## src/design/uart_pkg.sv

```systemverilog
// UART controller shared definitions
// Sizes, vector types, register map, FSM states and the APB request bundle

package uart_pkg;

  // FIFO sizing, count must be able to reach FIFO_DEPTH
  localparam int FIFO_DEPTH = 8;
  localparam int FIFO_PTR_W = 4;

  // Baud ticks per serial bit
  localparam int OVERSAMPLE = 16;

  // Vector types
  typedef logic [7:0]            data_t;
  typedef logic [7:0]            div_t;
  typedef logic [2:0]            addr_t;
  typedef logic [FIFO_PTR_W-1:0] fifo_cnt_t;

  // Register map, word addresses
  localparam addr_t ADDR_DATA = 3'd0;
  localparam addr_t ADDR_IER  = 3'd1;
  localparam addr_t ADDR_LSR  = 3'd2;
  localparam addr_t ADDR_DIV  = 3'd3;
  localparam addr_t ADDR_MCR  = 3'd4;

  // APB request from the master
  typedef struct packed {
    logic  sel;
    logic  enable;
    logic  write;
    addr_t addr;
    data_t wdata;
  } apb_req_t;

  // Serializer states
  typedef enum logic [1:0] {
    TX_IDLE,
    TX_START,
    TX_DATA,
    TX_STOP
  } tx_state_t;

  // Deserializer states
  typedef enum logic [1:0] {
    RX_IDLE,
    RX_START,
    RX_DATA,
    RX_STOP
  } rx_state_t;

endpackage

```

## src/design/uart_apb_regs.sv

```systemverilog
// UART APB register block
// Decodes zero-wait-state APB transfers, holds IER/DIV/MCR and sticky overrun,
// pushes and pops the FIFOs, builds LSR and drives the registered interrupt

`timescale 1ns/1ps

module uart_apb_regs (
  input  logic                clock,
  input  logic                reset,
  input  uart_pkg::apb_req_t  apb_i,
  output uart_pkg::data_t     prdata_o,
  output logic                pready_o,
  output logic                tx_push_o,
  output uart_pkg::data_t     tx_data_o,
  input  uart_pkg::fifo_cnt_t tx_count_i,
  input  logic                tx_busy_i,
  output logic                rx_pop_o,
  input  uart_pkg::data_t     rx_data_i,
  input  uart_pkg::fifo_cnt_t rx_count_i,
  input  logic                rx_overrun_i,
  output uart_pkg::div_t      div_o,
  output logic                loop_o,
  output logic                int_o
);
  import uart_pkg::*;

  logic       access;
  logic       wr_en;
  logic       rd_en;
  logic [1:0] ier_q;
  logic       overrun_q;
  logic       tx_full;
  logic       rx_ready;
  data_t      lsr;

  // Access cycle of a transfer
  assign access   = apb_i.sel && apb_i.enable;
  assign wr_en    = access && apb_i.write;
  assign rd_en    = access && !apb_i.write;
  assign pready_o = access;

  assign tx_full  = (tx_count_i == fifo_cnt_t'(FIFO_DEPTH));
  assign rx_ready = (rx_count_i != '0);

  // Writes to a full transmit FIFO are lost
  assign tx_push_o = wr_en && (apb_i.addr == ADDR_DATA) && !tx_full;
  assign tx_data_o = apb_i.wdata;

  // Pop only when something is there
  assign rx_pop_o = rd_en && (apb_i.addr == ADDR_DATA) && rx_ready;

  // Line status
  assign lsr = {3'b000, !tx_busy_i, tx_full, tx_count_i == '0, overrun_q, rx_ready};

  // Read mux, empty receive FIFO reads as zero
  always_comb begin
    prdata_o = '0;
    if (rd_en) begin
      case (apb_i.addr)
        ADDR_DATA: prdata_o = rx_ready ? rx_data_i : '0;
        ADDR_IER:  prdata_o = {6'b0, ier_q};
        ADDR_LSR:  prdata_o = lsr;
        ADDR_DIV:  prdata_o = div_o;
        ADDR_MCR:  prdata_o = {7'b0, loop_o};
        default:   prdata_o = '0;
      endcase
    end
  end

  // Control registers
  always_ff @(posedge clock) begin
    if (!reset) begin
      ier_q  <= '0;
      div_o  <= 8'd1;
      loop_o <= 1'b0;
    end else if (wr_en) begin
      case (apb_i.addr)
        ADDR_IER: ier_q  <= apb_i.wdata[1:0];
        // Zero divisor would stall the tick, store as 1
        ADDR_DIV: div_o  <= (apb_i.wdata == '0) ? 8'd1 : apb_i.wdata;
        ADDR_MCR: loop_o <= apb_i.wdata[0];
        default:  ;
      endcase
    end
  end

  // Sticky overrun, new overrun wins over an LSR read in the same cycle
  always_ff @(posedge clock) begin
    if (!reset) begin
      overrun_q <= 1'b0;
    end else if (rx_overrun_i) begin
      overrun_q <= 1'b1;
    end else if (rd_en && apb_i.addr == ADDR_LSR) begin
      overrun_q <= 1'b0;
    end
  end

  // Interrupt, one cycle behind its condition
  always_ff @(posedge clock) begin
    if (!reset) begin
      int_o <= 1'b0;
    end else begin
      int_o <= (ier_q[0] && rx_ready) || (ier_q[1] && tx_count_i == '0);
    end
  end

  // Slave answers only in an access cycle that follows a setup cycle
  a_pready_access: assert property (@(posedge clock) disable iff (!reset)
    pready_o |-> $past(apb_i.sel && !apb_i.enable));

  // Every push lands in the transmit FIFO
  a_no_push_full: assert property (@(posedge clock) disable iff (!reset)
    tx_push_o |=> (tx_count_i != '0));

endmodule

```

## src/design/uart_baud_gen.sv

```systemverilog
// UART baud generator
// Emits a one-cycle tick every div clock cycles (16x the bit rate)

`timescale 1ns/1ps

module uart_baud_gen (
  input  logic          clock,
  input  logic          reset,
  input  uart_pkg::div_t div_i,
  output logic          tick_o
);
  import uart_pkg::*;

  div_t cnt;
  div_t div_q;

  always_ff @(posedge clock) begin
    if (!reset) begin
      cnt    <= '0;
      div_q  <= 8'd1;
      tick_o <= 1'b0;
    end else if (div_i != div_q) begin
      // New divisor, restart the period from zero
      div_q  <= div_i;
      cnt    <= div_i - 8'd1;
      tick_o <= 1'b0;
    end else if (cnt == '0) begin
      cnt    <= div_q - 8'd1;
      tick_o <= 1'b1;
    end else begin
      cnt    <= cnt - 8'd1;
      tick_o <= 1'b0;
    end
  end

endmodule

```

## src/design/uart_ctrl.sv

```systemverilog
// UART controller top level
// APB registers, baud generator, transmitter and receiver with loopback mux

`timescale 1ns/1ps

module uart_ctrl (
  input  logic               clock,
  input  logic               reset,
  input  uart_pkg::apb_req_t apb_i,
  output uart_pkg::data_t    prdata_o,
  output logic               pready_o,
  input  logic               rx_i,
  output logic               tx_o,
  output logic               int_o
);
  import uart_pkg::*;

  logic      tx_push;
  data_t     tx_data;
  fifo_cnt_t tx_count;
  logic      tx_busy;
  logic      tx_ser;
  logic      rx_pop;
  data_t     rx_data;
  fifo_cnt_t rx_count;
  logic      rx_overrun;
  logic      rx_in;
  div_t      div;
  logic      loop;
  logic      baud_tick;

  // Loopback feeds the serializer into the receiver, line held idle
  assign rx_in = loop ? tx_ser : rx_i;
  assign tx_o  = loop ? 1'b1 : tx_ser;

  uart_apb_regs i_uart_apb_regs (
    .clock        (clock),
    .reset        (reset),
    .apb_i        (apb_i),
    .prdata_o     (prdata_o),
    .pready_o     (pready_o),
    .tx_push_o    (tx_push),
    .tx_data_o    (tx_data),
    .tx_count_i   (tx_count),
    .tx_busy_i    (tx_busy),
    .rx_pop_o     (rx_pop),
    .rx_data_i    (rx_data),
    .rx_count_i   (rx_count),
    .rx_overrun_i (rx_overrun),
    .div_o        (div),
    .loop_o       (loop),
    .int_o        (int_o)
  );

  uart_baud_gen i_uart_baud_gen (
    .clock  (clock),
    .reset  (reset),
    .div_i  (div),
    .tick_o (baud_tick)
  );

  uart_tx i_uart_tx (
    .clock   (clock),
    .reset   (reset),
    .tick_i  (baud_tick),
    .push_i  (tx_push),
    .data_i  (tx_data),
    .count_o (tx_count),
    .busy_o  (tx_busy),
    .tx_o    (tx_ser)
  );

  uart_rx i_uart_rx (
    .clock     (clock),
    .reset     (reset),
    .tick_i    (baud_tick),
    .rx_i      (rx_in),
    .pop_i     (rx_pop),
    .data_o    (rx_data),
    .count_o   (rx_count),
    .overrun_o (rx_overrun)
  );

endmodule

```

## src/design/uart_rx.sv

```systemverilog
// UART receiver
// Two-flop synchronizer, start edge detect, mid-bit sampling and 8-entry FIFO

`timescale 1ns/1ps

module uart_rx (
  input  logic                clock,
  input  logic                reset,
  input  logic                tick_i,
  input  logic                rx_i,
  input  logic                pop_i,
  output uart_pkg::data_t     data_o,
  output uart_pkg::fifo_cnt_t count_o,
  output logic                overrun_o
);
  import uart_pkg::*;

  logic [1:0]            sync_q;
  logic                  rx_prev;
  logic                  rx_s;
  rx_state_t             state;
  logic [3:0]            tick_cnt;
  logic [2:0]            bit_idx;
  data_t                 shift_q;
  logic                  frame_ok;
  logic                  push;
  logic                  pop;
  logic                  full;
  data_t                 mem [FIFO_DEPTH];
  logic [FIFO_PTR_W-2:0] wr_ptr;
  logic [FIFO_PTR_W-2:0] rd_ptr;

  assign rx_s = sync_q[1];
  assign full = (count_o == fifo_cnt_t'(FIFO_DEPTH));

  // Input synchronizer plus edge history, idle high
  always_ff @(posedge clock) begin
    if (!reset) begin
      sync_q  <= 2'b11;
      rx_prev <= 1'b1;
    end else begin
      sync_q  <= {sync_q[0], rx_i};
      rx_prev <= rx_s;
    end
  end

  // Stop bit sampled high at its middle
  assign frame_ok = (state == RX_STOP) && tick_i &&
                    (tick_cnt == 4'(OVERSAMPLE - 1)) && rx_s;
  assign push = frame_ok && !full;
  assign pop  = pop_i && (count_o != '0);

  // Deserializer FSM
  always_ff @(posedge clock) begin
    if (!reset) begin
      state    <= RX_IDLE;
      tick_cnt <= '0;
      bit_idx  <= '0;
    end else begin
      if (state != RX_IDLE && tick_i) tick_cnt <= tick_cnt + 1'b1;
      case (state)
        RX_IDLE: begin
          tick_cnt <= '0;
          if (rx_prev && !rx_s) state <= RX_START;
        end
        RX_START: begin
          // Re-check at mid start bit, a high line means a glitch
          if (tick_i && tick_cnt == 4'(OVERSAMPLE / 2 - 1)) begin
            tick_cnt <= '0;
            bit_idx  <= '0;
            state    <= rx_s ? RX_IDLE : RX_DATA;
          end
        end
        RX_DATA: begin
          if (tick_i && tick_cnt == 4'(OVERSAMPLE - 1)) begin
            bit_idx <= bit_idx + 1'b1;
            if (bit_idx == 3'd7) state <= RX_STOP;
          end
        end
        RX_STOP: begin
          if (tick_i && tick_cnt == 4'(OVERSAMPLE - 1)) state <= RX_IDLE;
        end
        default: state <= RX_IDLE;
      endcase
    end
  end

  // LSB arrives first
  always_ff @(posedge clock) begin
    if (state == RX_DATA && tick_i && tick_cnt == 4'(OVERSAMPLE - 1)) begin
      shift_q <= {rx_s, shift_q[7:1]};
    end
  end

  always_ff @(posedge clock) begin
    if (push) mem[wr_ptr] <= shift_q;
  end

  // FIFO pointers, count and overrun pulse
  always_ff @(posedge clock) begin
    if (!reset) begin
      wr_ptr    <= '0;
      rd_ptr    <= '0;
      count_o   <= '0;
      overrun_o <= 1'b0;
    end else begin
      overrun_o <= frame_ok && full;
      if (push) wr_ptr <= wr_ptr + 1'b1;
      if (pop)  rd_ptr <= rd_ptr + 1'b1;
      if (push && !pop) begin
        count_o <= count_o + 1'b1;
      end else if (pop && !push) begin
        count_o <= count_o - 1'b1;
      end
    end
  end

  // Head of FIFO, visible ahead of the pop
  assign data_o = mem[rd_ptr];

  a_no_pop_empty: assert property (@(posedge clock) disable iff (!reset)
    pop_i |-> (count_o != '0));

endmodule

```

## src/design/uart_tx.sv

```systemverilog
// UART transmitter
// 8-entry FIFO feeding an 8N1 serializer, LSB first, 16 ticks per bit

`timescale 1ns/1ps

module uart_tx (
  input  logic                clock,
  input  logic                reset,
  input  logic                tick_i,
  input  logic                push_i,
  input  uart_pkg::data_t     data_i,
  output uart_pkg::fifo_cnt_t count_o,
  output logic                busy_o,
  output logic                tx_o
);
  import uart_pkg::*;

  data_t                 mem [FIFO_DEPTH];
  logic [FIFO_PTR_W-2:0] wr_ptr;
  logic [FIFO_PTR_W-2:0] rd_ptr;
  logic                  push;
  logic                  pop;
  tx_state_t             state;
  logic [3:0]            tick_cnt;
  logic [2:0]            bit_idx;
  logic                  bit_end;
  data_t                 shift_q;

  assign push    = push_i && (count_o != fifo_cnt_t'(FIFO_DEPTH));
  assign bit_end = tick_i && (tick_cnt == 4'(OVERSAMPLE - 1));

  // Next byte leaves at a tick when idle, or right after a stop bit
  assign pop = (count_o != '0) &&
               ((state == TX_IDLE && tick_i) || (state == TX_STOP && bit_end));

  // FIFO storage
  always_ff @(posedge clock) begin
    if (push) begin
      mem[wr_ptr] <= data_i;
    end
  end

  // FIFO pointers and occupancy
  always_ff @(posedge clock) begin
    if (!reset) begin
      wr_ptr  <= '0;
      rd_ptr  <= '0;
      count_o <= '0;
    end else begin
      if (push) wr_ptr <= wr_ptr + 1'b1;
      if (pop)  rd_ptr <= rd_ptr + 1'b1;
      if (push && !pop) begin
        count_o <= count_o + 1'b1;
      end else if (pop && !push) begin
        count_o <= count_o - 1'b1;
      end
    end
  end

  // Serializer FSM
  always_ff @(posedge clock) begin
    if (!reset) begin
      state    <= TX_IDLE;
      tick_cnt <= '0;
      bit_idx  <= '0;
    end else begin
      if (state != TX_IDLE && tick_i) tick_cnt <= tick_cnt + 1'b1;
      case (state)
        TX_IDLE: begin
          tick_cnt <= '0;
          if (pop) state <= TX_START;
        end
        TX_START: begin
          if (bit_end) begin
            state   <= TX_DATA;
            bit_idx <= '0;
          end
        end
        TX_DATA: begin
          if (bit_end) begin
            bit_idx <= bit_idx + 1'b1;
            if (bit_idx == 3'd7) state <= TX_STOP;
          end
        end
        TX_STOP: begin
          // Back to back frames skip idle
          if (bit_end) state <= pop ? TX_START : TX_IDLE;
        end
        default: state <= TX_IDLE;
      endcase
    end
  end

  // Shift register, loaded on pop
  always_ff @(posedge clock) begin
    if (pop) begin
      shift_q <= mem[rd_ptr];
    end else if (state == TX_DATA && bit_end) begin
      shift_q <= shift_q >> 1;
    end
  end

  assign busy_o = (state != TX_IDLE);
  assign tx_o   = (state == TX_START) ? 1'b0 :
                  (state == TX_DATA)  ? shift_q[0] : 1'b1;

  a_count_max: assert property (@(posedge clock) disable iff (!reset)
    count_o <= fifo_cnt_t'(FIFO_DEPTH));

endmodule

```

## config.mk

```make
export PLATFORM = sky130hd
export DESIGN_NAME = uart_ctrl
export DESIGN_NICKNAME = d
export VERILOG_FILES = /design/src/design/uart_pkg.sv /design/src/design/uart_apb_regs.sv /design/src/design/uart_baud_gen.sv /design/src/design/uart_ctrl.sv /design/src/design/uart_rx.sv /design/src/design/uart_tx.sv
export SDC_FILE = /design/constraint.sdc
export NUM_CORES = 1
export LEC_CHECK = 0
export BUFFER_PORTS_ARGS = -buffer_cell sky130_fd_sc_hd__buf_4
export CORE_MARGIN = 4
export CORE_UTILIZATION = 30
export CTS_BUF_LIST = sky130_fd_sc_hd__clkbuf_8
export CTS_CLUSTER_DIAMETER = 100
export DETAILED_ROUTE_END_ITERATION = 12
export PLACE_DENSITY = 0.49
export SLEW_MARGIN = 20
export SYNTH_ARGS = -nofsm -noshare
export SYNTH_HDL_FRONTEND = slang
export SYNTH_SLANG_ARGS = --single-unit
```

## constraint.sdc

```tcl
create_clock -name clock -period 4.1 [get_ports clock]
set_input_delay 0.205 -clock clock [delete_from_list [all_inputs] [get_ports clock]]
set_output_delay 0.205 -clock clock [all_outputs]
set_load 0.05 [all_outputs]
```

==> results.json, run 1 <==
{
  "vdd_ir_drop_max_mv": 0.204,
  "place_congestion": 0.753,
  "rows": 64,
  "critPathMaxFanout": 5,
  "critical-path-slowest-cell": "or4_1",
  "worst_slack_ns": 0.956,
  "grt-busiest-layer": "met2",
  "holdPathStages": 5,
  "rr_worst_depth": 12,
  "post-cts-setup-buffers": 0,
  "drive_above_1_share_pct": 18.8,
  "drtIter0Drc": 316,
  "worst_pin_slew_ns": 0.947,
  "synthDistinctLibCells": 54,
  "regArea_um2": 5890,
  "cap_violations": 0,
  "netlist_area_um2": 9370,
  "die_height_um": 185,
  "slowest_delay_ns": 0.52,
  "port_buffers": 27,
  "ctsLongestPathBuffers": 3,
  "drcViolationCount": 0,
  "met3_usage_pct": 2.59,
  "critPathLaunchType": "flop",
  "final_cells": 1183,
  "cp.required_ns": 4.55,
  "skew_ns": 0.0227,
  "multi_input_area_um2": 3300,
  "endpoint_kind": "flop",
  "synth-edff-count": 144,
  "dp_hpwl_mm": 13.5,
  "synth-async-reset-ratio_pct": 0,
  "io_pins": 28,
  "antenna_found_initial": 0,
  "antenna_cells": 0,
  "grt_pass1_vias": 5764,
  "dp_slack_ns": 0.928,
  "grt_first_pass_wirelength_mm": 32.7,
  "dp.cells": 1099,
  "final.hold.worst_slack_ns": 0.0703,
  "die_w_um": 185,
  "setup_violations": 0,
  "wirelength_mm": 20.4,
  "via_count": 5556,
  "antenna_left": 0,
  "min_period_ns": 3.14,
  "nets": 800,
  "cts_sinks": 222,
  "wire_per_inst_um": 17.3,
  "rsz0062_at_grt": "no",
  "power.density_nw_per_um2": 460,
  "grt_start_max_net_pins": 34,
  "viasPerCell": 4.70,
  "synth_cells": 689,
  "start_util_pct": 30.5,
  "worstSetupPathType": "flop to flop",
  "yosys_warnings": 0,
  "numCtsBuffers": 40,
  "drt_first_pass_iters": 4,
  "setup_tns_ns": 0,
  "path_cells": "nor4_1 -> or4_1 -> nor3_1 -> inv_1 -> ha_1 -> inv_1 -> ha_1 -> a21o_1 -> a21oi_1 -> xnor2_1 -> or3_1 -> a21oi_1",
  "critical_path_arrival_ns": 3.59,
  "cts_tree": "yes",
  "n_fill_cell": 2988,
  "area_growth_pct": 17.4,
  "cts.repair.resized": 0,
  "cts_htree_levels": 2,
  "fp.coreArea_um2": 30700,
  "p_leak_nw": 3.76,
  "ys_ff_latch": 222,
  "hold_path_class": "input pin to flop",
  "synth.yosys.seq_area_share_pct": 62.8,
  "ctsHoldBuffers": 10,
  "slew_viol_final": 0,
  "clock.fmax_ghz": 0.318,
  "mappedNetlistNets": 734,
  "grt_overflow": 0,
  "die-area_um2": 34100,
  "fin_crit_sh_pct": 76.7,
  "insertion_delay_ns": 0.52,
  "status": "completed",
  "avgSynthCellArea_um2": 13.6,
  "relSlewSlack_pct": 36.6,
  "use_met1_pct": 16.3,
  "root_buffer": "clkbuf_8",
  "grt_use_met2_pct": 20.6,
  "grt_usage_pct": 12.2,
  "clk_pin_slew_worst_paths_ns": 0.06,
  "hold_viol_final": 0,
  "synth_flop_cell": "edfxtp_1"
}
[Yosys cell counts, types with 3 or more instances]
master | n | area, um2
and2_1 | 9 | 56.3
xor2_1 | 11 | 96.3
o21ai_0 | 20 | 100
nor2b_1 | 4 | 25.0
dfxtp_1 | 78 | 1560
inv_1 | 13 | 48.8
nor3_1 | 15 | 75.1
mux2i_1 | 38 | 380
buf_1 | 4 | 15.0
a31o_2 | 3 | 26.3
ha_1 | 26 | 325
a32oi_1 | 3 | 26.3
mux4_2 | 32 | 721
nand2b_1 | 13 | 81.3
a21oi_1 | 31 | 155
clkbuf_1 | 19 | 71.3
nand4_1 | 10 | 62.6
a31oi_1 | 6 | 37.5
mux2_2 | 6 | 67.6
o22a_1 | 3 | 26.3
nor2_1 | 91 | 342
buf_2 | 5 | 25.0
nand2_1 | 35 | 131
a211oi_1 | 3 | 22.5
and3_1 | 3 | 18.8
edfxtp_1 | 144 | 4320
or3_1 | 4 | 25.0
nor4_1 | 6 | 37.5
a21o_1 | 3 | 22.5
xnor2_1 | 18 | 158
nor3b_1 | 4 | 30.0
[routing by layer]
metal / wire length [um] / up-vias
met2: 9900 / 105
met1: 9410 / 2723
li1: - / 2708
met3: 854 / 20
met5: 0 / -
met4: 249 / 0
[state kept, by name, summed over array words and instances (netlist names), 2 cells and up, named ones only]
signal                 cells
i_uart_apb_regs.div_o      8
i_uart_apb_regs.ier_q      2
i_uart_baud_gen.cnt        8
i_uart_baud_gen.div_q      8
i_uart_rx.bit_idx          3
i_uart_rx.count_o          4
i_uart_rx.mem             64
i_uart_rx.rd_ptr           3
i_uart_rx.shift_q          8
i_uart_rx.sync_q           2
i_uart_rx.tick_cnt         4
i_uart_rx.wr_ptr           3
i_uart_tx.bit_idx          3
i_uart_tx.count_o          4
i_uart_tx.mem             64
i_uart_tx.rd_ptr           3
i_uart_tx.shift_q          8
i_uart_tx.state            2
i_uart_tx.tick_cnt         4
i_uart_tx.wr_ptr           3
[final cells by class]
cell class / instances / area share [%]
sequential: 222 / 53.5
multi-input combinational: 424 / 30.1
clock buffer: 51 / 6.38
tap: 396 / 4.51
timing repair buffer: 53 / 3.85
clock inverter: 23 / 1.21
inverter: 14 / 0.478
[critical path: cells and delay by family, from the launching register on]
kind	cells	cell delay, ns
compound gates	3	0.48
xor+xnor	1	0.09
fa+ha+maj	2	0.48
buf+inv	2	0.22
flops	1	0.43
simple gates	4	1.39
[where the power goes]
part / switching (W) / total [W] / internal [W]
combinational: 0.000289 / 0.000494 / 0.000205
sequential: 0.0000520 / 0.00247 / 0.00242
clock: 0.000903 / 0.00209 / 0.00119
total: 0.00124 / 0.00505 / 0.00381
[placed cells by master, fill, tap and decap left out, drive strengths merged, types with 3 or more instances in the layout]
cell           n
clkinv         5
a32oi          3
nor4           7
nor3b          4
mux2i         38
nor2          91
o21ai         21
mux4          32
nand2         35
mux2           6
and2           9
inv           30
ha            26
edfxtp       144
dlygate4sd3   10
a21oi         31
nor2b          4
nor3          15
a21o           3
or3            4
nand4         12
dfxtp         78
o22a           3
buf           43
a31oi          6
xor2          11
clkbuf        51
nand2b        13
a211oi         3
a31o           3
xnor2         18
and3           3
[per-stage QoR]
stage	total power (W)	utilization (%)	instance area (um2)
floorplan	0.00286	-	9370
global placement	0.00300	32.8	10100
detailed placement	0.00300	32.8	10100
CTS	0.00515	35.9	11000
global route	0.00532	35.9	11000
finish	0.00505	35.9	11000
[worst paths after layout]
check                                                       start                                endpoint  slack (ns)
worst max-delay path            i_uart_rx.count_o[0]$_SDFFE_PN0P_       i_uart_rx.count_o[3]$_SDFFE_PN0P_        0.96
worst min-delay path                                    apb_i[11]  i_uart_apb_regs.overrun_q$_SDFFE_PN0P_        0.07
worst max register to register  i_uart_rx.count_o[0]$_SDFFE_PN0P_       i_uart_rx.count_o[3]$_SDFFE_PN0P_        0.96
worst min register to register     i_uart_rx.sync_q[0]$_SDFF_PN1_          i_uart_rx.sync_q[1]$_SDFF_PN1_        0.42
[kinds of logic (layout without fill, tap and decap cells)]
family | Yosys count | count (layout) | share of synthesized area, %
and+or+nand+nor | 206 | 206 | 10.5
xor gates and xnor gates | 29 | 29 | 2.71
AOI/OAI and AO/OA | 85 | 85 | 5.66
muxes | 76 | 76 | 12.5
buffers and inverters | 43 | 141 | 1.87
DFF | 222 | 222 | 62.8
adders and majority gates | 28 | 28 | 3.90
(Power assumes the default switching activity.)
==> run 2: changes to the inputs <==
--- a/config.mk
+++ b/config.mk
@@ -11,7 +11,7 @@
 export CTS_BUF_LIST = sky130_fd_sc_hd__clkbuf_8
 export CTS_CLUSTER_DIAMETER = 100
 export DETAILED_ROUTE_END_ITERATION = 12
-export PLACE_DENSITY = 0.49
+export PLACE_DENSITY = 0.51
 export SLEW_MARGIN = 20
 export SYNTH_ARGS = -nofsm -noshare
 export SYNTH_HDL_FRONTEND = slang
==> constraint.sdc (replaced) <==
create_clock -name clock -period 2.83 [get_ports clock]
set_input_delay 0.1415 -clock clock [delete_from_list [all_inputs] [get_ports clock]]
set_output_delay 0.1415 -clock clock [all_outputs]
set_load 0.05 [all_outputs]
==> run 2 against run 1 <==
Against the previous run:
- worst hold slack lost 0.017 ns
- first-iteration DRC count increased by 21%
- final area rose by 1.2%
- fmax grew 18%
- cell count up 2.4%
- clock-buffer cell count decreased by 9
- die area stayed put
- register-to-register slack got worse by 0.80 ns
- critical path type unchanged
==> results.json, run 2 (synthesis gave the netlist of run 1 again) <==
{
  "antenna_left": 0,
  "critical_path_arrival_ns": 3.11,
  "grt_pass1_vias": 5775,
  "n_fill_cell": 2968,
  "ctsLongestPathBuffers": 3,
  "clk_pin_slew_worst_paths_ns": 0.06,
  "antenna_cells": 0,
  "grt_start_max_net_pins": 29,
  "wirelength_mm": 20.0,
  "dp_slack_ns": 0.185,
  "setup_violations": 0,
  "die_w_um": 185,
  "port_buffers": 27,
  "status": "completed",
  "insertion_delay_ns": 0.53,
  "viasPerCell": 4.66,
  "hold_viol_final": 0,
  "cts_sinks": 222,
  "grt_usage_pct": 11.9,
  "nets": 829,
  "skew_ns": 0.0290,
  "grt_first_pass_wirelength_mm": 31.8,
  "setup_tns_ns": 0,
  "cp.required_ns": 3.26,
  "worstSetupPathType": "flop to flop",
  "drcViolationCount": 0,
  "die_height_um": 185,
  "rows": 64,
  "cap_violations": 0,
  "final_common_cell": "edfxtp_1",
  "cts_htree_levels": 2,
  "vdd_ir_drop_max_mv": 0.356,
  "start_util_pct": 30.5,
  "min_period_ns": 2.68,
  "antenna_found_initial": 0,
  "die-area_um2": 34100,
  "clock.fmax_ghz": 0.374,
  "p_leak_nw": 3.86,
  "grt_overflow": 0,
  "drive_above_1_share_pct": 21.3,
  "cts_tree": "yes",
  "critPathMaxFanout": 3,
  "relSlewSlack_pct": 60.4,
  "slew_viol_final": 0,
  "via_count": 5644,
  "place_congestion": 0.749,
  "root_buffer": "clkbuf_8",
  "area_growth_pct": 18.8,
  "drt_first_pass_iters": 5,
  "fin_crit_sh_pct": 94.5,
  "fp.coreArea_um2": 30700,
  "endpoint_kind": "flop",
  "numCtsBuffers": 41,
  "worst_slack_ns": 0.155,
  "critPathLaunchType": "flop",
  "wire_per_inst_um": 16.6,
  "power.density_nw_per_um2": 627,
  "worst_pin_slew_ns": 0.593,
  "dp_hpwl_mm": 13.3,
  "most-common-layout-cells": "edfxtp_1, nor2_1, dfxtp_1",
  "dp.cells": 1124,
  "hold_path_class": "input pin to flop",
  "drtIter0Drc": 383,
  "io_pins": 28,
  "reg_top3": "i_uart_rx.mem: 64 flops, i_uart_tx.mem: 64 flops",
  "final_cells": 1211
}
-- run 2: cell types whose count changed in the layout (fill, tap and decap cells not counted), sizes merged --
cell	change
buf	+26
bufinv	-1
clkbuf	-9
clkinv	+10
clkinvlp	+1
dlygate4sd3	+2
inv	-1
-- run 2: final timing paths --
path                                                   startpoint                                     end  slack (ns)  cells after the start
worst min register to register     i_uart_rx.overrun_o$_SDFF_PN0_  i_uart_apb_regs.overrun_q$_SDFFE_PN0P_        0.43                      2
worst max-delay path            i_uart_rx.count_o[0]$_SDFFE_PN0P_       i_uart_rx.count_o[3]$_SDFFE_PN0P_        0.15                     12
worst min-delay path                                    apb_i[10]     i_uart_apb_regs.loop_o$_SDFFE_PN0P_        0.05                      4
worst max register to register  i_uart_rx.count_o[0]$_SDFFE_PN0P_       i_uart_rx.count_o[3]$_SDFFE_PN0P_        0.15                     12
-- run 2: worst max-delay path: stages, from the launching register on --
cell     delay (ns)
dfxtp_1        0.35
nor4_1         0.08
or4_4          0.54
nor3_4         0.21
inv_1          0.07
ha_2           0.20
inv_2          0.07
ha_1           0.22
a21o_1         0.18
a21oi_2        0.14
xnor2_1        0.08
or3_1          0.31
a21oi_1        0.13
-- run 2: stage by stage --
step | hold slack [ns] | util (%) | cell area, um2 | total power [W]
2_1_floorplan | 0.240 | - | 9370 | 0.00414
3_3_place_gp | 0.404 | 33.5 | 10300 | 0.00437
3_5_place_dp | 0.404 | 33.5 | 10300 | 0.00437
4_1_cts | 0.0141 | 36.2 | 11100 | 0.00709
5_1_grt | 0.0750 | 36.3 | 11100 | 0.00737
6_report | 0.0530 | 36.3 | 11100 | 0.00698
-- run 2: final cells by class --
type | count | area [um2] | share of cell area [%]
clock buffer | 42 | 578 | 5.19
clock inverter | 32 | 135 | 1.21
inverter | 14 | 52.6 | 0.472
multi-input combinational | 424 | 3330 | 29.9
sequential | 222 | 5890 | 52.9
tap | 396 | 495 | 4.45
timing repair buffer | 81 | 651 | 5.85
-- run 2: timing repair --
item	4_1_cts	5_1_grt
setup endpoints to repair	0	2
setup buffers	0	1
resized for setup	0	9
hold endpoints to repair	80	0
hold buffers	12	0
-- run 2: metal layers --
| metal | track usage [%] | share of wire [%] | wire, um |
|---|---|---|---|
| met1 | 15.8 | 45 | 9050 |
| met2 | 19.5 | 47 | 9380 |
| met3 | 2.70 | 5.8 | 1170 |
| met4 | 3.64 | 2.2 | 445 |
| met5 | 0 | 0 | 0 |
-- run 2: where the power goes --
part	internal (W)	switching, W
logic	0.000331	0.000425
clock network	0.00138	0.00128
registers	0.00350	0.0000691
